<file path="config.mk">
export PLATFORM = sky130hd
export DESIGN_NAME = load_aligner
export DESIGN_NICKNAME = d
export VERILOG_FILES = /design/src/verilog/dcache_mem_pkg.sv /design/src/verilog/load_aligner.sv
export SDC_FILE = /design/constraint.sdc
export NUM_CORES = 1
export LEC_CHECK = 0
export BUFFER_PORTS_ARGS = -buffer_cell sky130_fd_sc_hd__buf_4
export CAP_MARGIN = 30
export CORE_MARGIN = 5
export CORE_UTILIZATION = 25
export DETAILED_ROUTE_END_ITERATION = 7
export PLACE_DENSITY_LB_ADDON = 0.1
export SLEW_MARGIN = 10
export SYNTH_ARGS = -nofsm -noshare
export SYNTH_HDL_FRONTEND = slang
export SYNTH_SLANG_ARGS = --single-unit
</file>
<file path="constraint.sdc">
create_clock -name vclk -period 2.7
set_input_delay 0.27 -clock vclk [all_inputs]
set_output_delay 0.27 -clock vclk [all_outputs]
set_load 0.02 [all_outputs]
</file>
<file path="src/verilog/dcache_mem_pkg.sv">
//##########################################################################
// access sizes, bus commands, field widths and queue payload structs
//##########################################################################

package dcache_mem_pkg;

    typedef enum logic [1:0] {
        BYTE   = 2'h0,
        HALF   = 2'h1,
        WORD   = 2'h2,
        DOUBLE = 2'h3
    } mem_size_t;

    typedef enum logic [1:0] {
        BUS_NONE  = 2'h0,
        BUS_LOAD  = 2'h1,
        BUS_STORE = 2'h2
    } bus_cmd_t;

    localparam int ADDR_W    = 16;
    localparam int IDX_W     = 5;
    localparam int CTAG_W    = 8;
    localparam int MEM_TAG_W = 4;
    // widest lsq grant a queue entry can carry
    localparam int GNT_W     = 16;

    typedef struct packed {
        logic [ADDR_W-1:0] addr;
        logic [63:0]       data;
        mem_size_t         size;
        logic              is_store;
        logic [GNT_W-1:0]  gnt;
    } mem_req_t;

    typedef struct packed {
        logic [ADDR_W-1:0]    addr;
        mem_size_t            size;
        logic [MEM_TAG_W-1:0] tag;
        logic [GNT_W-1:0]     gnt;
    } pend_t;

endpackage

</file>
<file path="src/verilog/load_aligner.sv">
//##########################################################################
// return tag match, cache fill and sized load data for the lsq
//##########################################################################

`timescale 1ns/1ps

module load_aligner
    import dcache_mem_pkg::*;
#(
    parameter int LSQ_SIZE = 16
) (
    input  pend_t                 pend_head,
    input  logic                  pend_live,
    input  logic                  pend_empty,
    input  logic [MEM_TAG_W-1:0]  mem2proc_tag,
    input  logic [63:0]           mem2proc_data,
    output logic                  pend_pop,
    output logic                  mem_wr_en,
    output logic [IDX_W-1:0]      mem_wr_idx,
    output logic [CTAG_W-1:0]     mem_wr_tag,
    output logic [63:0]           mem_wr_data,
    output logic [LSQ_SIZE-1:0]   mem_feedback,
    output logic [31:0]           mem_data
);

    logic        live_hit;
    logic [63:0] size_mask;
    logic [63:0] shifted;

    // tag 0 is an empty return slot
    assign pend_pop = !pend_empty && (mem2proc_tag != '0) && (mem2proc_tag == pend_head.tag);
    assign live_hit = pend_pop && pend_live;

    always_comb begin
        case (pend_head.size)
            BYTE:    size_mask = 64'h0000_0000_0000_00ff;
            HALF:    size_mask = 64'h0000_0000_0000_ffff;
            WORD:    size_mask = 64'h0000_0000_ffff_ffff;
            default: size_mask = '1;
        endcase
    end

    assign shifted = (mem2proc_data >> {pend_head.addr[2:0], 3'b000}) & size_mask;

    assign mem_wr_en    = live_hit;
    assign mem_wr_idx   = pend_head.addr[3 +: IDX_W];
    assign mem_wr_tag   = pend_head.addr[8 +: CTAG_W];
    assign mem_wr_data  = mem2proc_data;
    assign mem_feedback = live_hit ? pend_head.gnt[LSQ_SIZE-1:0] : '0;
    assign mem_data     = live_hit ? shifted[31:0] : '0;

endmodule

</file>
==> impl_metrics.ini <==
[die]
coreArea_sq_mm = 0.00830
chipWidth_um = 103
initial_core_util_pct = 25.9
fp.dieArea_sq_mm = 0.0106
rows = 33
chipHeight_um = 103
io_pins = 235

[outcome]
outcome = complete, no violations

[global_route]
antenna_found_initial = 0
grt_pass1_vias = 2479
grt_start_max_net_pins = 38
grtUsageTotal_pct = 15.2
gr-total-overflow = 0
grt_pass1_wl_mm = 13.1

[final_layout]
fin_nets = 528
fin_util_pct = 38.8
drive_gt1_share_pct = 60.0
clock_buffers = 0
fillers = 914
n_antenna_cell = 0
seq_area_sq_um = 0
area_growth_syn_to_layout_pct = 49.6
stdcell_count = 523
final_area_sq_mm = 0.00322
seq_cell_count = 0

[critical_path]
cpLargestDelayFamily = simple AND/OR/NAND/NOR gates
slowest_stage = nor4_2
endpoint_kind = output port
required_ps = 2430
cpPeakStageDelay_ps = 430
path_cells = buf_4 -> xor2_1 -> nor4_2 -> nand3_2 -> inv_2 -> and2_1 -> buf_4
crit_buf_inv = 3
crit_fanout = 17
critPathKind = primary input to output port
arrival_ps = 1850
cp-start-kind = primary input
crit_top_cell = buf_4

[route]
ant_nets = 0
finalWirelength_mm = 9.06
vias_per_cell = 4.86
drt_first_pass_iters = 6
vias = 2543
drc = 0
first_iter_violations = 84
wl_per_cell_um = 17.3

[timing]
tightest_slew_ps = 812
slew_viol_final = 0
timing.hold.ws_ps = 540
finalCriticalPeriod_ps = 2120
finalHoldViolations = 0
slew_headroom_pct = 45.6
setup-violations-final = 0
finalCritPeriodShare_pct = 78.6
max_freq_mhz = 471
rsz0062_at_grt = no
tns_ps = 0

[clock_network]
postCtsSetupRepairBufs = 0
cts-resized-gates = 0
hold_buffers = 0

[placed_design]
portBuffers = 209
dp.cells = 523
placed_area_sq_mm = 0.00322
hpwl_mm = 7.40
place_congestion = 0.737

[flow_run]
max-cap-violations = 0

[synthesis]
syn_nets = 411
synth_top_area_share_pct = 27.2
synth.cell_area_sq_mm = 0.00215
synth_top_family_by_area = buffers and inverters
synth_mux_area_share_pct = 27.9
synthXorXnorAreaFrac_pct = 1.63
ys_seq_area_share_pct = 0
synth.distinct_cells = 26
synthSimpleGateAreaFrac_pct = 18.8
yosysWarnings = 0
syn_avg_cell_area_sq_um = 7.10
synth_area_leaders = buf_4 27%, mux2_2 17%, mux2i_1 11%
synth_commonest_cells = 78 x buf_4, 34 x nor2_1, 32 x mux2_2
synth_top_area_cell = buf_4
synthAdderAreaFrac_pct = 0
syn_inst = 303
synth_compound_gate_area_share_pct = 20.0
synthMostInstantiatedCell = buf_4

[pwr]
peakVddDrop_uv = 69.7
p_leak_nw = 1.58
power_density_mw_per_mm2 = 159

[min_path]
hold_path.class = primary input to output port
where the power goes:
part           leakage (nW)  switching [mW]  internal, mW  total (mW)
sequential                0               0             0           0
clock                     0               0             0           0
combinational          1.58           0.257         0.256       0.513
cells by family (layout without fill, tap and decap cells):
logic type                Yosys count  in the layout
buffers and inverters             101            216
and+or+nand+nor                    77             77
AOI/OAI and AO/OA                  65             65
muxes                              56             56
xor gates and xnor gates            4              4
path summary, 6_finish.rpt:
check / startpoint / endpoint / cells after the start
min: pend_head[36] / mem_wr_tag[6] / 0
max: pend_head[19] / mem_feedback[4] / 7
metal layers:
layer  GRT usage, %  part of all wire, %  vias up
li1               -                    -     1253
met1           20.1                   40     1185
met2           28.0                   51      101
met3           1.89                  8.3        4
met4          0.199                0.066        0
met5              0                    0        -
through the flow:
stage	setup WS [ps]	total power, mW
final	578	0.513
after floorplan	810	0.359
after detailed placement	554	0.516
after global routing	426	0.556
after CTS	553	0.517
after global placement	621	0.515
placed cells by master, fill, tap and decap left out, types with 16 or more instances in the layout:
master,instances
and2_1,17
buf_4,215
mux2_2,32
mux2i_1,24
nor2_1,34
o21ai_0,24
o22ai_1,16
final cells by class:
cell class	instances	area, sq um	area share (%)
multi-input combinational	202	1470	45.6
timing repair buffer	215	1610	50.2
inverter	1	3.75	0.117
tap	105	131	4.08
Power figures use the tool's default switching activity.
