===== src/verilog/dcache_mem_pkg.sv =====
//##########################################################################
// access sizes, bus commands, field widths and queue payload structs
//##########################################################################

package dcache_mem_pkg;

    typedef enum logic [1:0] {
        BYTE   = 2'h0,
        HALF   = 2'h1,
        WORD   = 2'h2,
        DOUBLE = 2'h3
    } mem_size_t;

    typedef enum logic [1:0] {
        BUS_NONE  = 2'h0,
        BUS_LOAD  = 2'h1,
        BUS_STORE = 2'h2
    } bus_cmd_t;

    localparam int ADDR_W    = 16;
    localparam int IDX_W     = 5;
    localparam int CTAG_W    = 8;
    localparam int MEM_TAG_W = 4;
    // widest lsq grant a queue entry can carry
    localparam int GNT_W     = 16;

    typedef struct packed {
        logic [ADDR_W-1:0] addr;
        logic [63:0]       data;
        mem_size_t         size;
        logic              is_store;
        logic [GNT_W-1:0]  gnt;
    } mem_req_t;

    typedef struct packed {
        logic [ADDR_W-1:0]    addr;
        mem_size_t            size;
        logic [MEM_TAG_W-1:0] tag;
        logic [GNT_W-1:0]     gnt;
    } pend_t;

endpackage


===== src/verilog/miss_request_packer.sv =====
//##########################################################################
// request capture and lane packing for the issue queue
//##########################################################################

`timescale 1ns/1ps

module miss_request_packer
    import dcache_mem_pkg::*;
#(
    parameter int LSQ_SIZE = 16
) (
    input  logic                  clock,
    input  logic                  reset,
    input  logic                  except,
    input  logic                  wb_en,
    input  logic [ADDR_W-1:0]     wb_addr,
    input  logic [63:0]           wb_data,
    input  logic                  wr_en,
    input  logic [ADDR_W-1:0]     wr_addr,
    input  logic [63:0]           wr_data,
    input  mem_size_t             wr_size,
    input  logic                  rd_en,
    input  logic [ADDR_W-1:0]     rd_addr,
    input  mem_size_t             rd_size,
    input  logic [LSQ_SIZE-1:0]   rd_gnt,
    output logic [2:0]            push_valid,
    output mem_req_t [2:0]        push_data,
    output logic [2:0]            push_cancelable
);

    // slot 0 writeback, slot 1 store, slot 2 load
    logic [2:0]     req_valid;
    mem_req_t [2:0] req_q;
    logic [2:0]     lane_req;

    always_ff @(posedge clock) begin
        if (reset) begin
            req_valid <= '0;
        end else begin
            req_valid <= {rd_en & ~except, wr_en, wb_en};
        end
    end

    always_ff @(posedge clock) begin
        req_q[0] <= '{addr: wb_addr, data: wb_data, size: DOUBLE, is_store: 1'b1, gnt: '0};
        req_q[1] <= '{addr: wr_addr, data: wr_data, size: wr_size, is_store: 1'b1, gnt: '0};
        req_q[2] <= '{addr: rd_addr, data: '0, size: rd_size, is_store: 1'b0,
                      gnt: GNT_W'(rd_gnt)};
    end

    // held load dies if except rises now
    assign lane_req = {req_valid[2] & ~except, req_valid[1:0]};

    // compact into the lowest lanes, keeping priority order
    always_comb begin
        logic [1:0] lane;
        lane            = 2'd0;
        push_valid      = '0;
        push_data       = '0;
        push_cancelable = '0;
        for (int i = 0; i < 3; i++) begin
            if (lane_req[i]) begin
                push_valid[lane]      = 1'b1;
                push_data[lane]       = req_q[i];
                push_cancelable[lane] = (i == 2);
                lane                  = lane + 2'd1;
            end
        end
    end

endmodule


===== config.mk =====
export PLATFORM = sky130hd
export DESIGN_NAME = miss_request_packer
export DESIGN_NICKNAME = d
export VERILOG_FILES = /design/src/verilog/dcache_mem_pkg.sv /design/src/verilog/miss_request_packer.sv
export SDC_FILE = /design/constraint.sdc
export NUM_CORES = 1
export LEC_CHECK = 0
export BUFFER_PORTS_ARGS = -buffer_cell sky130_fd_sc_hd__buf_2
export CORE_AREA = 2 2 197 199
export DETAILED_ROUTE_END_ITERATION = 16
export DIE_AREA = 0 0 199 201
export PLACE_DENSITY = 0.52
export SLEW_MARGIN = 15
export SYNTH_ARGS = -nofsm -noshare
export SYNTH_HDL_FRONTEND = slang
export SYNTH_SLANG_ARGS = --single-unit

===== constraint.sdc =====
create_clock -name clock -period 2.89 [get_ports clock]
set_input_delay 0.4335 -clock clock [delete_from_list [all_inputs] [get_ports clock]]
set_output_delay 0.4335 -clock clock [all_outputs]
set_load 0.02 [all_outputs]

==> metrics <==
startpoint types flip-flop; clock buffer depth 2; Sw Share 0.2797; Seq/Total Area, Yosys 0.5149; First DRT Iteration DRCs approximately 220; Clock Sinks between 150 and 200; Nets 1,393; Starting Density 0.2030; TritonCTS clock tree yes; WP data required around 2500 ps; Clock Pin Slew Worst Setup and Hold Paths 80 ps; core area 38,110 um^2; H-tree depth 4; root buffer cell clkbuf_16; average wire per standard cell 15.98 um; fmax 0.3693 GHz; detailed placement HPWL 20.37 mm; placed cells 1,686; Power Density 571.2 nW/um^2; VDD IR max 372.2 uV; critical path endpoint category output pin; Combinational Power Share 0.121; global route overflow 0; YS warnings 0; setup_tns 0 ps; Port Buf Inserts 439; post-synth top area cell dfxtp_1; Switch Pwr 1.718 mW; share of the synthesized area in the top cell type 0.5149; DRT Pass-1 Iters 4; critical path class flip-flop to output pin; final setup violation count 0; non-filler cells, final ~1,700; Commonest cells post-synth dfxtp_1, nand2_1, nand3b_1, and3_1, buf_4; CTS Buf Count 17; first-pass GRT wire length about 40 mm; initial antenna violation count 7; cell-internal power between 4 and 5 mW; Tmin final 2708 ps; endpoints failing hold 0; Cells after Synth 781; hold slack 76.54 ps; Final Slew Violations 0; RSZ-0062 raised after global routing no; Slowest-stage cell, CP buf_4; Synth Register Bits 199; Rows just over 70; worst min-delay path class input port to flip-flop; fillcell total between 4,000 and 5,000; antenna viol nets, final 0; count leader, synth dfxtp_1; Synth Cell Area 7737 um^2; WL final 27.46 mm; CP bufs+invs 3; Synth Flop Type dfxtp_1; Die Wd just under 200 um; share of layout cells above drive strength 1 0.4329; Die Y 201 um; largest net degree at the start of global routing 120; vias 6,900; cts hold-fix bufs 0; CP Depth 6; gpl congestion 0.8077; library cells used by synthesis 27; vias per cell approximately 4.0; Area growth syn-to-layout 38.96%; Post-synth EDFFs 0; Synth area leaders dfxtp_1, nand3b_1, buf_4, and3_1, and2_1; Critical Path AT 2270 ps; max-cap violation count 0; Post-synth ARST share 0; Hold Path Stages 1; P_leak 5.751 nW; fin crit share 0.9369; Final Power 6.141 mW; Max stage delay on crit path 440 ps; Mean Syn Cell Area 9.907 um^2; vias in the first global route 6,634; GRT Total Usage 0.1334; worst slew margin relative to its limit 0.6011; worst path cell trace inv_1 -> ha_1 -> nand3b_1 -> buf_4 -> mux2_4 -> buf_2; Die Area 40,000 um^2; Clk pwr share 0.397; maximum net fanout on the critical path 37; # IOs between 500 and 600; outcome completed; DRC violations left 0; Slew @ Worst Pin roughly 600 ps; family with the most delay on the worst path buffers and inverters; part of the power in registers 0.482
## path summary, 6_finish.rpt
check / endpoint / slack, ps / start
worst max-delay path: push_data[195] / 180 / req_valid[0]$_SDFF_PP0_
worst min-delay path: req_q[295]$_DFF_P_ / 80 / rd_addr[14]
## sequential cells by signal, summed over array words and instances, names as in the netlist
name       cells
req_q        196
req_valid      3
## routing by layer
layer  GRT usage  vias up  share of wire
li1            -     3301              -
met3     0.05091       47          0.085
met5           0        -        0.00076
met2      0.2385      371           0.50
met4     0.05117        4          0.028
met1      0.1402     3177           0.38
## cell usage in the layout, fill, tap and decap left out, drive strengths merged, types with 6 or more instances in the layout
cell type	synthesis	routed
and2	67	67
a21oi	66	66
a31oi	16	16
and4bb	10	10
dfxtp	199	199
inv	6	13
nand2	81	81
clkbuf	26	18
mux2	17	17
conb	1	65
buf	107	456
nand3b	82	82
nor4bb	6	6
and3	80	80
## area by class of cell
cell class | instances | area [um^2] | area share
clock inverter | 13 | 156.4 | 0.01455
inverter | 6 | 22.52 | 0.002095
sequential | 199 | 3991 | 0.3712
multi-input combinational | 507 | 3110 | 0.2893
tap | 518 | 648.1 | 0.06028
clock buffer | 18 | 439.2 | 0.04085
timing repair buffer | 456 | 2379 | 0.2212
antenna | 2 | 5.005 | 0.0004655
## metrics by stage
step / instance area, um^2 / worst slack (ps) / utilization
after floorplan: 7978 / 428.0 / -
after global placement: 10150 / 422.1 / 0.2663
after detailed placement: 10150 / 441.9 / 0.2663
after CTS: 10750 / 122.5 / 0.2820
after global routing: 10750 / 47.00 / 0.2821
final: 10750 / 182.2 / 0.2821
## power groups by stage
stage | clock [mW] | sequential, mW | combinational [mW]
after floorplan | 0 | 2.99 | 0.514
after global placement | 0 | 3.02 | 0.750
after detailed placement | 0 | 3.03 | 0.750
after CTS | 2.54 | 2.96 | 0.753
after global routing | 2.64 | 2.98 | 0.810
final | 2.44 | 2.96 | 0.743
## kinds of logic (layout without fill, tap and decap cells)
kind of cell	Yosys count	in the layout	synth area share
and+or+nand+nor	335	335	0.2713
DFF	199	199	0.5149
buffers and inverters	139	493	0.1145
AOI/OAI and AO/OA	82	82	0.05563
muxes	21	21	0.03671
adders and majority gates	4	4	0.006469
other	1	67	0.0004847
## what timing repair did
item | 4_1_cts | 5_1_grt
gates resized for setup | 1 | 0
setup buffers | 0 | 0
endpoints found under the setup margin | 34 | 0
Power figures use the tool's default switching activity.
