--- src/verilog/tag_fifo.sv ---
//##########################################################################
// circular queue, one-hot pointers, multi-lane push, cancel by kill
//##########################################################################

`timescale 1ns/1ps

module tag_fifo #(
    parameter type payload_t  = logic [7:0],
    parameter int  DEPTH      = 16,
    parameter int  PUSH_LANES = 1
) (
    input  logic                         clock,
    input  logic                         reset,
    input  logic                         kill,
    input  logic [PUSH_LANES-1:0]        push_valid,
    input  payload_t [PUSH_LANES-1:0]    push_data,
    input  logic [PUSH_LANES-1:0]        push_cancelable,
    input  logic                         pop,
    output payload_t                     head_data,
    output logic                         head_live,
    output logic                         empty,
    output logic                         full,
    output logic [$clog2(DEPTH+1)-1:0]   free_count
);

    localparam int CNT_W = $clog2(DEPTH + 1);

    payload_t         store [DEPTH];
    logic [DEPTH-1:0] live;
    logic [DEPTH-1:0] cancelable;
    logic [DEPTH-1:0] head_ptr;
    logic [DEPTH-1:0] tail_ptr;
    logic [CNT_W-1:0] count;
    logic [CNT_W-1:0] push_count;
    logic [DEPTH-1:0] lane_ptr [PUSH_LANES+1];

    function automatic logic [DEPTH-1:0] rotate(input logic [DEPTH-1:0] ptr);
        return {ptr[DEPTH-2:0], ptr[DEPTH-1]};
    endfunction

    // slot taken by each lane, in lane order
    always_comb begin
        lane_ptr[0] = tail_ptr;
        push_count  = '0;
        for (int i = 0; i < PUSH_LANES; i++) begin
            lane_ptr[i+1] = push_valid[i] ? rotate(lane_ptr[i]) : lane_ptr[i];
            push_count    = push_count + CNT_W'(push_valid[i]);
        end
    end

    always_ff @(posedge clock) begin
        if (reset) begin
            head_ptr <= {{(DEPTH-1){1'b0}}, 1'b1};
            tail_ptr <= {{(DEPTH-1){1'b0}}, 1'b1};
            count    <= '0;
        end else begin
            head_ptr <= pop ? rotate(head_ptr) : head_ptr;
            tail_ptr <= lane_ptr[PUSH_LANES];
            count    <= count + push_count - CNT_W'(pop);
        end
    end

    // entries pushed during kill arrive already dead
    always_ff @(posedge clock) begin
        if (reset) begin
            live       <= '0;
            cancelable <= '0;
        end else begin
            for (int j = 0; j < DEPTH; j++) begin
                if (kill && cancelable[j])
                    live[j] <= 1'b0;
                for (int i = 0; i < PUSH_LANES; i++) begin
                    if (push_valid[i] && lane_ptr[i][j]) begin
                        live[j]       <= ~(push_cancelable[i] & kill);
                        cancelable[j] <= push_cancelable[i];
                    end
                end
            end
        end
    end

    always_ff @(posedge clock) begin
        for (int j = 0; j < DEPTH; j++) begin
            for (int i = 0; i < PUSH_LANES; i++) begin
                if (push_valid[i] && lane_ptr[i][j])
                    store[j] <= push_data[i];
            end
        end
    end

    always_comb begin
        head_data = '0;
        head_live = 1'b0;
        for (int j = 0; j < DEPTH; j++) begin
            if (head_ptr[j]) begin
                head_data = store[j];
                head_live = live[j];
            end
        end
    end

    assign empty      = (count == '0);
    assign full       = (count == CNT_W'(DEPTH));
    assign free_count = CNT_W'(DEPTH) - count;

    // no input back-pressure, so the producers must never overrun
    a_no_overflow: assert property (@(posedge clock) disable iff (reset)
        push_count <= free_count)
        else $error("tag_fifo push of %0d with %0d free", push_count, free_count);

    a_no_underflow: assert property (@(posedge clock) disable iff (reset)
        pop |-> !empty)
        else $error("tag_fifo pop while empty");

endmodule

--- config.mk ---
export PLATFORM = sky130hd
export DESIGN_NAME = tag_fifo
export DESIGN_NICKNAME = d
export VERILOG_FILES = /design/src/verilog/tag_fifo.sv
export SDC_FILE = /design/constraint.sdc
export NUM_CORES = 1
export LEC_CHECK = 0
export BUFFER_PORTS_ARGS = -buffer_cell sky130_fd_sc_hd__buf_2
export CAP_MARGIN = 10
export CORE_UTILIZATION = 40
export CTS_BUF_LIST = sky130_fd_sc_hd__clkbuf_4 sky130_fd_sc_hd__clkbuf_8 sky130_fd_sc_hd__clkbuf_16
export CTS_CLUSTER_SIZE = 25
export DETAILED_ROUTE_END_ITERATION = 16
export MAX_ROUTING_LAYER = met4
export PLACE_DENSITY = 0.62
export SKIP_LAST_GASP = 1
export SYNTH_ARGS = -nofsm -noshare
export SYNTH_HDL_FRONTEND = slang
export SYNTH_SLANG_ARGS = --single-unit
--- constraint.sdc ---
create_clock -name clock -period 2.35 [get_ports clock]
set_clock_uncertainty 0.15 [all_clocks]
set_input_delay 0.1175 -clock clock [delete_from_list [all_inputs] [get_ports clock]]
set_output_delay 0.1175 -clock clock [all_outputs]
set_load 0.01 [all_outputs]
==> impl_metrics.toml <==
[run_status]
status = "finished with violations"
failed_checks = "setup timing"

[pwr]
p_total_mw = 7.16
vdd_drop_max_uv = 544
power_leakage_nw = 3.31
p_per_area_nw_per_um2 = 789

[yosys]
synthCells = 602
seq_area_frac_synth = 0.671
synthFlopType = "edfxtp_1"
syn_area_um2 = 7790
synth_top_cell_area_share = 0.493
synth_edf_count = 128
synthArstFlopShare = 0
synthesis.nets = 627
yosysWarningCount = 0
synth_area_leader_cell = "edfxtp_1"
synth_cell_types = 33
yosys-top-cells-area = "edfxtp_1 (49%), dfxtp_1 (18%), nor2b_1 (3.1%), a21oi_1 (2.7%), a22oi_1 (2.6%)"
syn_area_per_cell_um2 = 12.9
ys_ff_latch = 197

[critical_path]
path_class = "flip-flop to primary output"
critPathMaxFanout = 5
worstPathRequired_ps = 2080
rr_worst_depth = 11
crit_path_start_kind = "flip-flop"
end_kind = "primary output"
crit-reg2reg-launch = "count[0]"
worstPathArrival_ps = 2180
reg2reg_slack_ps = 230
regToRegEndpoint = "count[4]"

[global_routing]
grt_max_degree = 38
grtUsageTotal = 0.175
grt_pass1_wl_mm = 25.5
grt_pass1_vias = 4789
overflow = 0
antenna_found_initial = 0

[timing]
tightestPinTransition_ps = 605
finalCritPeriodShare = 1.04
worst_slack_ps = -98.9
rsz0062_at_grt = "yes"
fin_tns_setup_ps = -554
finalHoldViolCount = 0
slew_violations = 0
relSlewSlack = 0.597
setup-violations-final = 9
fin_crit_ps = 2450
fmax_mhz = 408
whs_ps = 40.3

[route]
wirelength_mm = 16.0
dr.pass1.iters = 7
routedWlPerCell_um = 17.5
first_iter_violations = 313
vias_per_cell = 5.26
ant_nets = 0
drc = 0
vias = 4818

[place]
post_dp_cell_area_um2 = 8240
post-place-ws_ps = 133
place_hpwl_mm = 10.9
dp.cells = 870
gp_congestion = 0.773
io_buffers = 29

[hold_path]
worstHoldStart = "reset"
holdCritPathClass = "input port to flip-flop"
holdPathEnd = "cancelable[8]"
whs_path_depth = 2

[clock_network]
htreeDepth = 4
root_buffer = "clkbuf_16"
cts_num_sinks = 197
cts_made_buffers = 17
clk_pin_slew_ps = 70
clk_path_buf_depth = 2
clock_latency_ps = 430
cts_tree = "yes"

[floorplanning]
start_util = 0.412
dieArea_um2 = 20000
fp.dieW_um = 142
pin_count = 30
coreArea_um2 = 18900
die_h_um = 142
core.rowCount = 50

[cells_and_area]
fillers = 1673
final_area_um2 = 9080
seqCellArea_um2 = 5230
num_antenna_cells = 0
utilization = 0.481
multiInputGateArea_um2 = 2470
drive_gt1_frac = 0.218
stdcell_count = 916
layout.nets = 668
area_growth_pct = 16.5

[job]
drv_cap = 0
-- flip-flops by register name, summed over array words and instances (netlist names) --
signal and cells:
live 16, head_ptr 16, store 128, cancelable 16, tail_ptr 16, count 5
-- synthesized netlist by cell type, types with 3 or more instances --
| library cell | number |
|---|---|
| nand2b_1 | 11 |
| edfxtp_1 | 128 |
| ha_1 | 10 |
| nor2b_1 | 39 |
| buf_1 | 3 |
| o22ai_2 | 4 |
| inv_1 | 30 |
| dfxtp_1 | 69 |
| a21oi_1 | 42 |
| mux2_2 | 16 |
| xnor2_1 | 6 |
| o41ai_2 | 8 |
| nor2_1 | 46 |
| o22ai_1 | 13 |
| mux2i_1 | 15 |
| nand2_1 | 43 |
| o221ai_1 | 9 |
| a211oi_1 | 13 |
| o211ai_1 | 9 |
| a221oi_1 | 15 |
| clkbuf_1 | 32 |
| a22oi_1 | 27 |
-- cells in the final DEF (no fill, tap or decap), types with 2 or more instances in the layout --
cell type	count
edfxtp_1	128
dfxtp_1	66
nor2_1	46
nand2_1	43
nor2b_1	38
a21oi_1	35
inv_1	29
buf_2	29
a22oi_1	27
clkbuf_16	17
buf_4	17
mux2_2	16
mux2i_1	15
a221oi_1	14
a211oi_1	13
ha_1	10
dlygate4sd3_1	10
o22ai_1	9
o211ai_1	9
nand2b_1	9
o221ai_2	9
o41ai_2	8
o22ai_2	7
a21oi_2	7
xnor2_1	6
clkinv_2	6
clkbuf_4	4
or3_4	3
dfxtp_2	3
or3b_4	2
clkbuf_8	2
inv_6	2
-- repair_timing --
action                                  in CTS  in global routing
setup buffers                                2                  0
hold endpoints to repair                   134                  0
gates resized for setup                     19                 20
pin swaps                                    2                  0
endpoints found under the setup margin       9                  9
cloned                                       1                  1
hold buffers                                10                  0
-- where the power goes --
part           total [mW]  internal (mW)  switching [mW]
Combinational       0.724          0.327           0.397
Sequential           3.79           3.74          0.0428
Clock                2.65           1.45            1.20
Total                7.16           5.52            1.64
-- per-layer routing --
metal	part of all wire	global-route usage
met4	0.016	0.0498
met3	0.054	0.0429
met5	0	-
met1	0.46	0.231
met2	0.47	0.269
-- logic make-up (layout without fill, tap and decap cells) --
family,after synthesis,in the layout,synth area share
AO/OA/AOI/OAI,142,142,0.137
XOR/XNOR,6,6,0.00674
adder cells (fa/ha/maj),11,11,0.0186
buffers and inverters,68,120,0.0352
flip-flops,197,197,0.671
multiplexers,31,31,0.0424
AND/OR/NAND/NOR,147,149,0.0898
-- cell type report --
cell class,instances,share of cell area
clock buffer,23,0.0532
multi-input combinational,339,0.272
timing repair buffer,58,0.0445
inverter,30,0.0128
tap,260,0.0358
sequential,197,0.576
clock inverter,9,0.00592
-- how the worst max path moves through the flow --
| stage | start | to | slack, ps | depth (start not counted) |
|---|---|---|---|---|
| finish | head_ptr[9] | head_data[4] | -100 | 6 |
| global route | head_ptr[9] | head_data[4] | -190 | 6 |
| CTS | head_ptr[4] | head_data[4] | -160 | 6 |
| detailed placement | head_ptr[9] | head_data[4] | 130 | 6 |
| global placement | head_ptr[9] | head_data[7] | 160 | 6 |
| floorplan | head_ptr[9] | head_data[3] | 320 | 7 |
-- critical path, cell delays in order, from the launching register on --
cell	delay (ps)
dfxtp_2	320
or3_4	400
or3_4	400
o22ai_2	130
a21oi_1	130
o41ai_2	190
buf_2	170
Note: power is estimated with default switching activity, not from simulation.
