==> src/verilog/dcache_mem_pkg.sv <==
//##########################################################################
// access sizes, bus commands, field widths and queue payload structs
//##########################################################################

package dcache_mem_pkg;

    typedef enum logic [1:0] {
        BYTE   = 2'h0,
        HALF   = 2'h1,
        WORD   = 2'h2,
        DOUBLE = 2'h3
    } mem_size_t;

    typedef enum logic [1:0] {
        BUS_NONE  = 2'h0,
        BUS_LOAD  = 2'h1,
        BUS_STORE = 2'h2
    } bus_cmd_t;

    localparam int ADDR_W    = 16;
    localparam int IDX_W     = 5;
    localparam int CTAG_W    = 8;
    localparam int MEM_TAG_W = 4;
    // widest lsq grant a queue entry can carry
    localparam int GNT_W     = 16;

    typedef struct packed {
        logic [ADDR_W-1:0] addr;
        logic [63:0]       data;
        mem_size_t         size;
        logic              is_store;
        logic [GNT_W-1:0]  gnt;
    } mem_req_t;

    typedef struct packed {
        logic [ADDR_W-1:0]    addr;
        mem_size_t            size;
        logic [MEM_TAG_W-1:0] tag;
        logic [GNT_W-1:0]     gnt;
    } pend_t;

endpackage

==> src/verilog/issue_fsm.sv <==
//##########################################################################
// bus command issue, refusal backoff and pending-load recording
//##########################################################################

`timescale 1ns/1ps

module issue_fsm
    import dcache_mem_pkg::*;
(
    input  logic                  clock,
    input  logic                  reset,
    input  mem_req_t              head_data,
    input  logic                  head_live,
    input  logic                  issue_empty,
    input  logic                  pend_full,
    input  logic [MEM_TAG_W-1:0]  mem2proc_response,
    input  logic                  timer_busy,
    output logic                  issue_pop,
    output logic                  pend_push,
    output pend_t                 pend_data,
    output logic                  timer_start,
    output bus_cmd_t              Dmem_command,
    output logic [ADDR_W-1:0]     Dmem_addr,
    output mem_size_t             Dmem_size,
    output logic [63:0]           Dmem_data
);

    typedef enum logic [1:0] {IDLE, ISSUE, BACKOFF, HOLD} state_t;

    state_t state;
    state_t state_next;
    logic   head_load;
    logic   waiting;
    logic   skip;
    logic   blocked;
    logic   drive;
    logic   accepted;

    assign head_load = !head_data.is_store;
    assign waiting   = (state == BACKOFF) && timer_busy;
    // cancelled load leaves without touching the bus
    assign skip      = !issue_empty && head_load && !head_live;
    assign blocked   = !issue_empty && head_load && head_live && pend_full;
    assign drive     = !issue_empty && !waiting && !skip && !blocked;
    assign accepted  = drive && (mem2proc_response != '0);

    assign issue_pop   = accepted || skip;
    assign pend_push   = accepted && head_load;
    assign timer_start = drive && (mem2proc_response == '0);

    always_comb begin
        pend_data.addr = head_data.addr;
        pend_data.size = head_data.size;
        pend_data.tag  = mem2proc_response;
        pend_data.gnt  = head_data.gnt;
    end

    // loads always fetch the whole doubleword
    always_comb begin
        Dmem_command = BUS_NONE;
        Dmem_addr    = '0;
        Dmem_size    = BYTE;
        Dmem_data    = '0;
        if (drive) begin
            Dmem_addr = head_data.addr;
            if (head_load) begin
                Dmem_command = BUS_LOAD;
                Dmem_size    = DOUBLE;
            end else begin
                Dmem_command = BUS_STORE;
                Dmem_size    = head_data.size;
                Dmem_data    = head_data.data;
            end
        end
    end

    always_comb begin
        if (timer_start || waiting) begin
            state_next = BACKOFF;
        end else if (blocked) begin
            state_next = HOLD;
        end else if (issue_empty) begin
            state_next = IDLE;
        end else begin
            state_next = ISSUE;
        end
    end

    always_ff @(posedge clock) begin
        if (reset) begin
            state <= IDLE;
        end else begin
            state <= state_next;
        end
    end

endmodule

==> config.mk <==
export PLATFORM = sky130hd
export DESIGN_NAME = issue_fsm
export DESIGN_NICKNAME = d
export VERILOG_FILES = /design/src/verilog/dcache_mem_pkg.sv /design/src/verilog/issue_fsm.sv
export SDC_FILE = /design/constraint.sdc
export NUM_CORES = 1
export LEC_CHECK = 0
export CAP_MARGIN = 10
export CORE_AREA = 2 2 91 93
export DETAILED_ROUTE_END_ITERATION = 6
export DIE_AREA = 0 0 93 95
export DONT_BUFFER_PORTS = 1
export PLACE_DENSITY = 0.3
export SYNTH_ARGS = -nofsm -noshare
export SYNTH_HDL_FRONTEND = slang
export SYNTH_SLANG_ARGS = --single-unit
export TNS_END_PERCENT = 1
==> constraint.sdc <==
create_clock -name clock -period 1.65 [get_ports clock]
set_input_delay 0.33 -clock clock [delete_from_list [all_inputs] [get_ports clock]]
set_output_delay 0.33 -clock clock [all_outputs]
set_load 0.005 [all_outputs]
==> impl_metrics.toml, run 1 <==
[run_status]
run_status = "finished, violations left"
failed_checks = "negative setup slack"

[power_and_ir_drop]
power.share.sequential = 0.124
power-per-cell-area_nw_per_um2 = 398
comb_power_share = 0.421
static-leakage-power_nw = 0.361
switching_share = 0.316
ir_drop_mv = 0.151
fin_total_pwr_mw = 0.418
power.switching_mw = 0.132
share_clk_of_total_power = 0.455
power.internal_mw = 0.286

[sta]
setup_viol = 64
max_slew.worst_pin.slew_ns = 0.386
slew_headroom = 0.742
final_period_minus_worst_setup_slack_ns = 1.71
timing.final.hold_violations = 0
setup_slack_ns = -0.0604
clock_skew_ns = 0.00183
unrepaired_setup_endpoints_after_global_routing = "yes"
fin_crit_sh = 1.04
fmax_mhz = 585
final-max-slew-violation-count = 0

[die]
die_w_um = 93
fp.coreArea_um2 = 7930
num_io_pins = 234
fp.dieH_um = 95
floorplan.initialDensity = 0.132
fp.dieArea_um2 = 8840
floorplan.rows = 33

[finish]
seq_area_um2 = 40.0
regMostFlops = "state"
flip_flop_count_of_the_largest_register_all_copies_and_words_added = 2
final_layout_size_suffix_gt1_frac = 0.292
multi_input_area_um2 = 783
largestRegisters = "state (2)"
layoutNonFillerInstCount = 218
stdcell_area_um2 = 1050
num-fill-cells = 921
layout.nets = 224
diodes = 0
area_growth_syn_to_layout_pct = 0.600

[global_routing]
grt_pass1_vias = 704
first_pass_grt_wire_length_um = 3770
residual_overflow_from_global_routing = 0
pin_count_of_the_biggest_net_entering_global_routing = 66
groute.usage.overall = 0.0572
initial_antenna_violation_count = 0

[route]
wire_per_inst_um = 13.8
antenna_left = 0
totalWireLength_um = 3010
first_pass_iters = 3
viasPerCell = 3.98
drc = 0
routed-via-count = 867
first_iter_violations = 10

[logic_synthesis]
postSynthNetCount = 263
synth-main-ff-cell = "sky130_fd_sc_hd__dfxtp_1"
yosysTopAreaCellShare = 0.384
postSynthRegisterBits = 2
yosysSeqAreaShare = 0.0384
ys_warns = 0
dominant_combinational_cell_family_by_area_after_synthesis = "simple AND/OR/NAND/NOR gates"
synth-simple-area-share = 0.619
synth.top_cells.by_count = "sky130_fd_sc_hd__and2_1 (64), sky130_fd_sc_hd__buf_4 (38), sky130_fd_sc_hd__nor3b_1 (17), sky130_fd_sc_hd__clkbuf_1 (8), sky130_fd_sc_hd__nor3_1 (5)"
post_synth_fa_ha_maj_area_fraction = 0
synth.mux.area_fraction = 0
synthesis.area_per_instance_um2 = 6.78
synth_top_cell_by_area = "sky130_fd_sc_hd__and2_1"
most_frequent_cell_after_synthesis = "sky130_fd_sc_hd__and2_1"
yosysUniqueCellTypes = 20
synthXorXnorAreaFrac = 0
async_flop_share = 0
synth-edff-count = 0
synth_compound_area_frac = 0.0264
yosys-top-cells-area = "sky130_fd_sc_hd__and2_1 (38%), sky130_fd_sc_hd__buf_4 (27%), sky130_fd_sc_hd__nor3b_1 (12%)"
post_synth_inst_count = 154
synthesized_cell_area_um2 = 1040

[worst_hold_path]
hold_path.class = "in -> reg"
hold_depth = 1

[placement]
gpl.final_weighted_congestion = 0.710
dp_slack_ns = 0.0989
number_of_buffers_added_on_ports = 0
post_dp_cell_area_um2 = 903
place.detailed.instances = 215
hpwlAfterDp_um = 2720

[critical_path]
critical_path_arrival_ns = 1.38
crit_slowest_cell = "sky130_fd_sc_hd__dfxtp_1"
critPathMaxFanout = 65
cp-end-kind = "output port"
worst_setup_path_start_kind = "register"
crit_path_cell_trace = "and3b_1 > nor3b_2 > buf_12 > and2_1"
worst-endpoint-required_ns = 1.32
path_class = "reg -> out"
slowest_delay_ns = 0.30
r2r_cell_count = 3

[clocking]
clock_tree.root_cell = "sky130_fd_sc_hd__clkbuf_8"
cts_buffers = 3
clock_sinks = 2
path_clk_slew_ns = 0.03
tritoncts_clock_tree = "built"
cts-root-to-sink-buffers = 2
ctsHtreeMaxLevel = 1
hold_buffers = 0
worst_skew_pair.late_latency_ns = 0.21
postCtsSetupBuffers = 0

[run]
max_cap_viol_count = 0
==> layout make-up <==
class                           instances  share of cell area
Clock buffer                            3              0.0393
Multi-Input combinational cell        103               0.746
Sequential cell                         2              0.0381
Tap cell                              105               0.125
Timing Repair Buffer                    5              0.0513
==> final timing paths <==
kind / from / endpoint / slack, ns
setup / recovery: state[0]$_SDFF_PP0_ / Dmem_data[24] / -0.06
hold / removal: reset / state[1]$_SDFF_PP0_ / 0.20
setup reg to reg: state[0]$_SDFF_PP0_ / state[0]$_SDFF_PP0_ / 0.78
hold reg to reg: state[1]$_SDFF_PP0_ / state[1]$_SDFF_PP0_ / 0.60
==> kinds of logic (layout without fill, tap and decap cells) <==
group / Yosys count / in the layout
AO/OA/AOI/OAI: 4 / 4
AND/OR/NAND/NOR: 99 / 99
flip-flops: 2 / 2
buffers and inverters: 49 / 8
==> per-layer routing <==
metal | track usage | wire length (um) | share of wire
met5 | 0 | 0 | 0
met4 | 0.0319 | 53 | 0.018
met3 | 0.0208 | 371 | 0.12
met2 | 0.103 | 1590 | 0.53
met1 | 0.0576 | 999 | 0.33
==> cell usage in the layout (no fill, tap or decap) <==
master	instances
sky130_fd_sc_hd__and2_1	64
sky130_fd_sc_hd__nor3b_2	17
sky130_fd_sc_hd__nor3_2	3
sky130_fd_sc_hd__clkbuf_8	3
sky130_fd_sc_hd__buf_4	3
sky130_fd_sc_hd__nand2b_1	2
sky130_fd_sc_hd__nor2b_1	2
sky130_fd_sc_hd__nor2_1	2
sky130_fd_sc_hd__a31oi_1	2
sky130_fd_sc_hd__nor3_1	2
sky130_fd_sc_hd__dfxtp_1	2
sky130_fd_sc_hd__or2b_2	1
sky130_fd_sc_hd__a21oi_2	1
sky130_fd_sc_hd__nand3b_1	1
sky130_fd_sc_hd__and3b_1	1
sky130_fd_sc_hd__or4_4	1
sky130_fd_sc_hd__nor4b_2	1
sky130_fd_sc_hd__o31a_2	1
sky130_fd_sc_hd__or3b_1	1
sky130_fd_sc_hd__or3_1	1
sky130_fd_sc_hd__buf_12	1
sky130_fd_sc_hd__buf_6	1
==> power by group through the flow <==
stage          Combinational (mW)  Clock (mW)  Sequential [mW]
2_1_floorplan               0.203           0           0.0521
3_3_place_gp                0.160           0           0.0522
3_5_place_dp                0.159           0           0.0523
4_1_cts                     0.162       0.196           0.0517
5_1_grt                     0.195       0.208           0.0520
6_report                    0.176       0.190           0.0516
==> worst max-delay path, delay by kind of cell, from the launching register on <==
| family | cells | cell delay, ns |
|---|---|---|
| buf+inv | 1 | 0.23 |
| flops | 1 | 0.30 |
| simple gates | 3 | 0.62 |
==> per-stage QoR <==
stage	TNS [ns]	util	hold slack (ns)
global route	-10.03	0.132	0.194
floorplan	0	-	0.399
global placement	0	0.114	0.412
detailed placement	0	0.114	0.419
finish	-2.44	0.132	0.197
CTS	-4.40	0.121	0.199
==> timing repair <==
action | CTS | global route
endpoints found under the hold margin | 0 | 0
resized for setup | 2 | 19
setup endpoints to repair | 66 | 84
pin swaps | 0 | 0
No activity file was read; power rests on OpenSTA's default activity.
==> run 2, diff against run 1 <==
- MAX_ROUTING_LAYER: not set -> met4
==> impl_metrics.toml, run 2 (synthesis gave the netlist of run 1 again) <==
[run_status]
run_status = "finished, violations left"
failed_checks = "negative setup slack"

[finish]
regMostFlops = "state"
flip_flop_count_of_the_largest_register_all_copies_and_words_added = 2
area_growth_syn_to_layout_pct = 0.600
diodes = 0
final_layout_size_suffix_gt1_frac = 0.292
commonest_non_fill_non_tap_cell_in_the_layout = "sky130_fd_sc_hd__and2_1"
final_util = 0.132
num-fill-cells = 921
layout.cells.most_common_list = "sky130_fd_sc_hd__and2_1 (64), sky130_fd_sc_hd__nor3b_2 (17), sky130_fd_sc_hd__nor3_2 (3), sky130_fd_sc_hd__clkbuf_8 (3), sky130_fd_sc_hd__buf_4 (3)"
layout.nets = 224
largestRegisters = "state (2)"

[global_routing]
grt_pass1_vias = 710
pin_count_of_the_biggest_net_entering_global_routing = 66
groute.usage.overall = 0.0589
initial_antenna_violation_count = 0
residual_overflow_from_global_routing = 0
first_pass_grt_wire_length_um = 3770

[clocking]
resize_count_post_cts = 2
worst_skew_pair.late_latency_ns = 0.21
cts_buffers = 3
cts-root-to-sink-buffers = 2
clock_tree.root_cell = "sky130_fd_sc_hd__clkbuf_8"
path_clk_slew_ns = 0.03
ctsHtreeMaxLevel = 1
tritoncts_clock_tree = "built"
clock_sinks = 2
postCtsSetupBuffers = 0
hold_buffers = 0

[die]
fp.dieH_um = 95
die_w_um = 93
num_io_pins = 234
fp.dieArea_um2 = 8840
fp.coreArea_um2 = 7930
floorplan.rows = 33
floorplan.initialDensity = 0.132

[critical_path]
worst_setup_path_startpoint = "state[0]$_SDFF_PP0_"
crit_path_cell_trace = "and3b_1 > nor3b_2 > buf_12 > and2_1"
critPathMaxFanout = 65
crit-reg2reg-launch = "state[0]$_SDFF_PP0_"
cp-end-kind = "output port"
rrSetupSlack_ns = 0.78
worst_setup_path_start_kind = "register"
crit_slowest_cell = "sky130_fd_sc_hd__dfxtp_1"
worst-endpoint-required_ns = 1.32
r2r_end = "state[0]$_SDFF_PP0_"
path_class = "reg -> out"
worst_setup_path_endpoint = "Dmem_data[24]"
slowest_delay_ns = 0.30
critical_path_arrival_ns = 1.38
r2r_cell_count = 3

[sta]
fin_crit_sh = 1.04
fmax_mhz = 584
slew_headroom = 0.742
final_period_minus_worst_setup_slack_ns = 1.71
clock_skew_ns = 0.00183
final-max-slew-violation-count = 0
setup_viol = 64
timing.final.hold_violations = 0
timing.hold.ws_ns = 0.197
max_slew.worst_pin.slew_ns = 0.386
unrepaired_setup_endpoints_after_global_routing = "yes"
setup_slack_ns = -0.0611

[power_and_ir_drop]
static-leakage-power_nw = 0.361
power-per-cell-area_nw_per_um2 = 398
ir_drop_mv = 0.151

[route]
first_pass_iters = 2
drc = 0
wire_per_inst_um = 13.8
routed-via-count = 865
viasPerCell = 3.97
first_iter_violations = 15
antenna_left = 0
totalWireLength_um = 3020

[placement]
dp_slack_ns = 0.0989
gpl.final_weighted_congestion = 0.718
number_of_buffers_added_on_ports = 0
hpwlAfterDp_um = 2720

[worst_hold_path]
hold_path.class = "in -> reg"
hold_depth = 1

[run]
max_cap_viol_count = 0
[run 2: cell counts in the layout (fill, tap and decap cells not counted)]
Identical to the previous run, type by type.
[run 2: worst max-delay path, delay by kind of cell (launching register included)]
family | cells | cell delay, ns
buffers and inverters | 1 | 0.23
and+or+nand+nor | 3 | 0.62
DFF | 1 | 0.30
[run 2: cell type report]
type / count / area (um^2) / area share
multi-input cells: 103 / 783 / 0.746
well taps: 105 / 131 / 0.125
clock buffers: 3 / 41.3 / 0.0393
repair buffers: 5 / 53.8 / 0.0513
flip-flops and latches: 2 / 40.0 / 0.0381
[run 2: layer usage]
layer / vias to the layer above / part of all wire / track usage
met5: - / 0 / -
li1: 370 / - / -
met1: 383 / 0.34 / 0.0610
met4: 0 / 0.017 / 0.0319
met3: 4 / 0.11 / 0.0160
met2: 108 / 0.53 / 0.102
[run 2: metrics by stage]
stage	area (um^2)	std cells	power, mW	TNS (ns)
floorplan	1040	154	0.255	0
global route	1050	218	0.455	-10.03
CTS	956	218	0.410	-4.40
detailed placement	903	215	0.211	0
global placement	903	215	0.212	0
finish	1050	218	0.418	-2.49
[run 2: worst min path at each step]
stage / startpoint / to / slack, ns
2_1_floorplan: reset / state[1]$_SDFF_PP0_ / 0.40
3_3_place_gp: reset / state[1]$_SDFF_PP0_ / 0.41
3_5_place_dp: reset / state[1]$_SDFF_PP0_ / 0.42
4_1_cts: reset / state[1]$_SDFF_PP0_ / 0.20
5_1_grt: reset / state[1]$_SDFF_PP0_ / 0.19
6_report: reset / state[1]$_SDFF_PP0_ / 0.20
[run 2: where the power goes]
group	internal (mW)	switching (mW)
Clock	0.154	0.0360
Combinational	0.0805	0.0954
Sequential	0.0510	0.000655
Total	0.286	0.132
==> run 3, diff against run 2 <==
- CELL_PAD_IN_SITES_DETAIL_PLACEMENT: not set -> 1
- CELL_PAD_IN_SITES_GLOBAL_PLACEMENT: not set -> 1
- PLACE_DENSITY: 0.3 -> 0.37
==> impl_metrics.toml, run 3 (synthesis gave the netlist of run 1 again) <==
[sta]
setup_total_negative_slack_ns = -3.76
timing.final.hold_violations = 0
max_slew.worst_pin.slew_ns = 0.271
fin_crit_sh = 1.04
clock_skew_ns = 0.00241
setup_viol = 65
final_period_minus_worst_setup_slack_ns = 1.72
fmax_mhz = 580
final-max-slew-violation-count = 0
timing.hold.ws_ns = 0.201
slew_headroom = 0.817
unrepaired_setup_endpoints_after_global_routing = "yes"
setup_slack_ns = -0.0739

[placement]
hpwlAfterDp_um = 3060
number_of_buffers_added_on_ports = 0
post_dp_cell_area_um2 = 907
dp_slack_ns = -0.000595
gpl.final_weighted_congestion = 0.828
place.detailed.instances = 216

[run]
max_cap_viol_count = 0

[finish]
layout.nets = 227
multi_input_area_um2 = 729
layout.cells.most_common_list = "sky130_fd_sc_hd__and2_1 (60), sky130_fd_sc_hd__nor3b_1 (11), sky130_fd_sc_hd__nor3b_2 (5)"
final_layout_size_suffix_gt1_frac = 0.224
area_growth_syn_to_layout_pct = 0.239
regMostFlops = "state"
seq_area_um2 = 40.0
flip_flop_count_of_the_largest_register_all_copies_and_words_added = 2
stdcell_area_um2 = 1050
final_util = 0.132
commonest_non_fill_non_tap_cell_in_the_layout = "sky130_fd_sc_hd__and2_1"
largestRegisters = "state (2)"
num-fill-cells = 969
layoutNonFillerInstCount = 222

[global_routing]
first_pass_grt_wire_length_um = 4120
pin_count_of_the_biggest_net_entering_global_routing = 45
groute.usage.overall = 0.0642
initial_antenna_violation_count = 1
grt_pass1_vias = 765
residual_overflow_from_global_routing = 0

[critical_path]
path_class = "reg -> out"
cp-end-kind = "output port"
worst_setup_path_start_kind = "register"
critPathMaxFanout = 21
critical_path_arrival_ns = 1.39
worst-endpoint-required_ns = 1.32

[die]
floorplan.rows = 33
fp.dieH_um = 95
fp.coreArea_um2 = 7930
num_io_pins = 234
floorplan.initialDensity = 0.132
fp.dieArea_um2 = 8840
die_w_um = 93

[route]
first_iter_violations = 24
totalWireLength_um = 3550
viasPerCell = 4.01
routed-via-count = 891
drc = 0
wire_per_inst_um = 16.0
antenna_left = 0
first_pass_iters = 4

[clocking]
cts-root-to-sink-buffers = 2
clock_sinks = 2
worst_skew_pair.late_latency_ns = 0.21
path_clk_slew_ns = 0.03
clock_tree.root_cell = "sky130_fd_sc_hd__clkbuf_8"
ctsHtreeMaxLevel = 1
hold_buffers = 0
tritoncts_clock_tree = "built"
cts_buffers = 3

[power_and_ir_drop]
power-per-cell-area_nw_per_um2 = 408
fin_total_pwr_mw = 0.427
static-leakage-power_nw = 0.365
ir_drop_mv = 0.137

[worst_hold_path]
hold_path.class = "in -> reg"

[run_status]
run_status = "finished, violations left"
failed_checks = "negative setup slack"
-- run 3: what timing repair did --
| action | in CTS | in global routing |
|---|---|---|
| cloned | 0 | 1 |
| setup buffers | 0 | 1 |
| pin swaps | 0 | 1 |
| endpoints found under the setup margin | 65 | 76 |
| resized for setup | 1 | 14 |
-- run 3: area by class of cell --
class	count	area share
multi-input cells	103	0.697
clock buffers	3	0.0395
repair buffers	8	0.0969
flip-flops and latches	2	0.0383
well taps	105	0.126
diodes	1	0.00239
-- run 3: worst paths after layout --
check	from	end	slack, ns	depth (start not counted)
worst max-delay path	state[0]$_SDFF_PP0_	Dmem_data[62]	-0.07	5
worst min-delay path	reset	state[1]$_SDFF_PP0_	0.20	1
worst min register to register	state[1]$_SDFF_PP0_	state[1]$_SDFF_PP0_	0.60	2
worst max register to register	state[0]$_SDFF_PP0_	state[0]$_SDFF_PP0_	0.78	3
-- run 3: worst max-delay path: stages, from the launching register on --
cell	delay, ns
sky130_fd_sc_hd__dfxtp_1	0.30
sky130_fd_sc_hd__and3b_1	0.21
sky130_fd_sc_hd__nor3b_4	0.20
sky130_fd_sc_hd__buf_6	0.15
sky130_fd_sc_hd__clkbuf_16	0.16
sky130_fd_sc_hd__and2_1	0.15
-- run 3: routing by layer --
layer | global-route usage | up-vias | part of all wire
met5 | - | - | 0
met4 | 0.0478 | 0 | 0.029
met3 | 0.0160 | 10 | 0.12
met2 | 0.119 | 115 | 0.55
met1 | 0.0562 | 390 | 0.30
li1 | - | 376 | -
-- run 3: where the power goes --
part,switching (mW),internal (mW)
Sequential,0.000674,0.0510
Combinational,0.0957,0.0887
Clock,0.0369,0.154
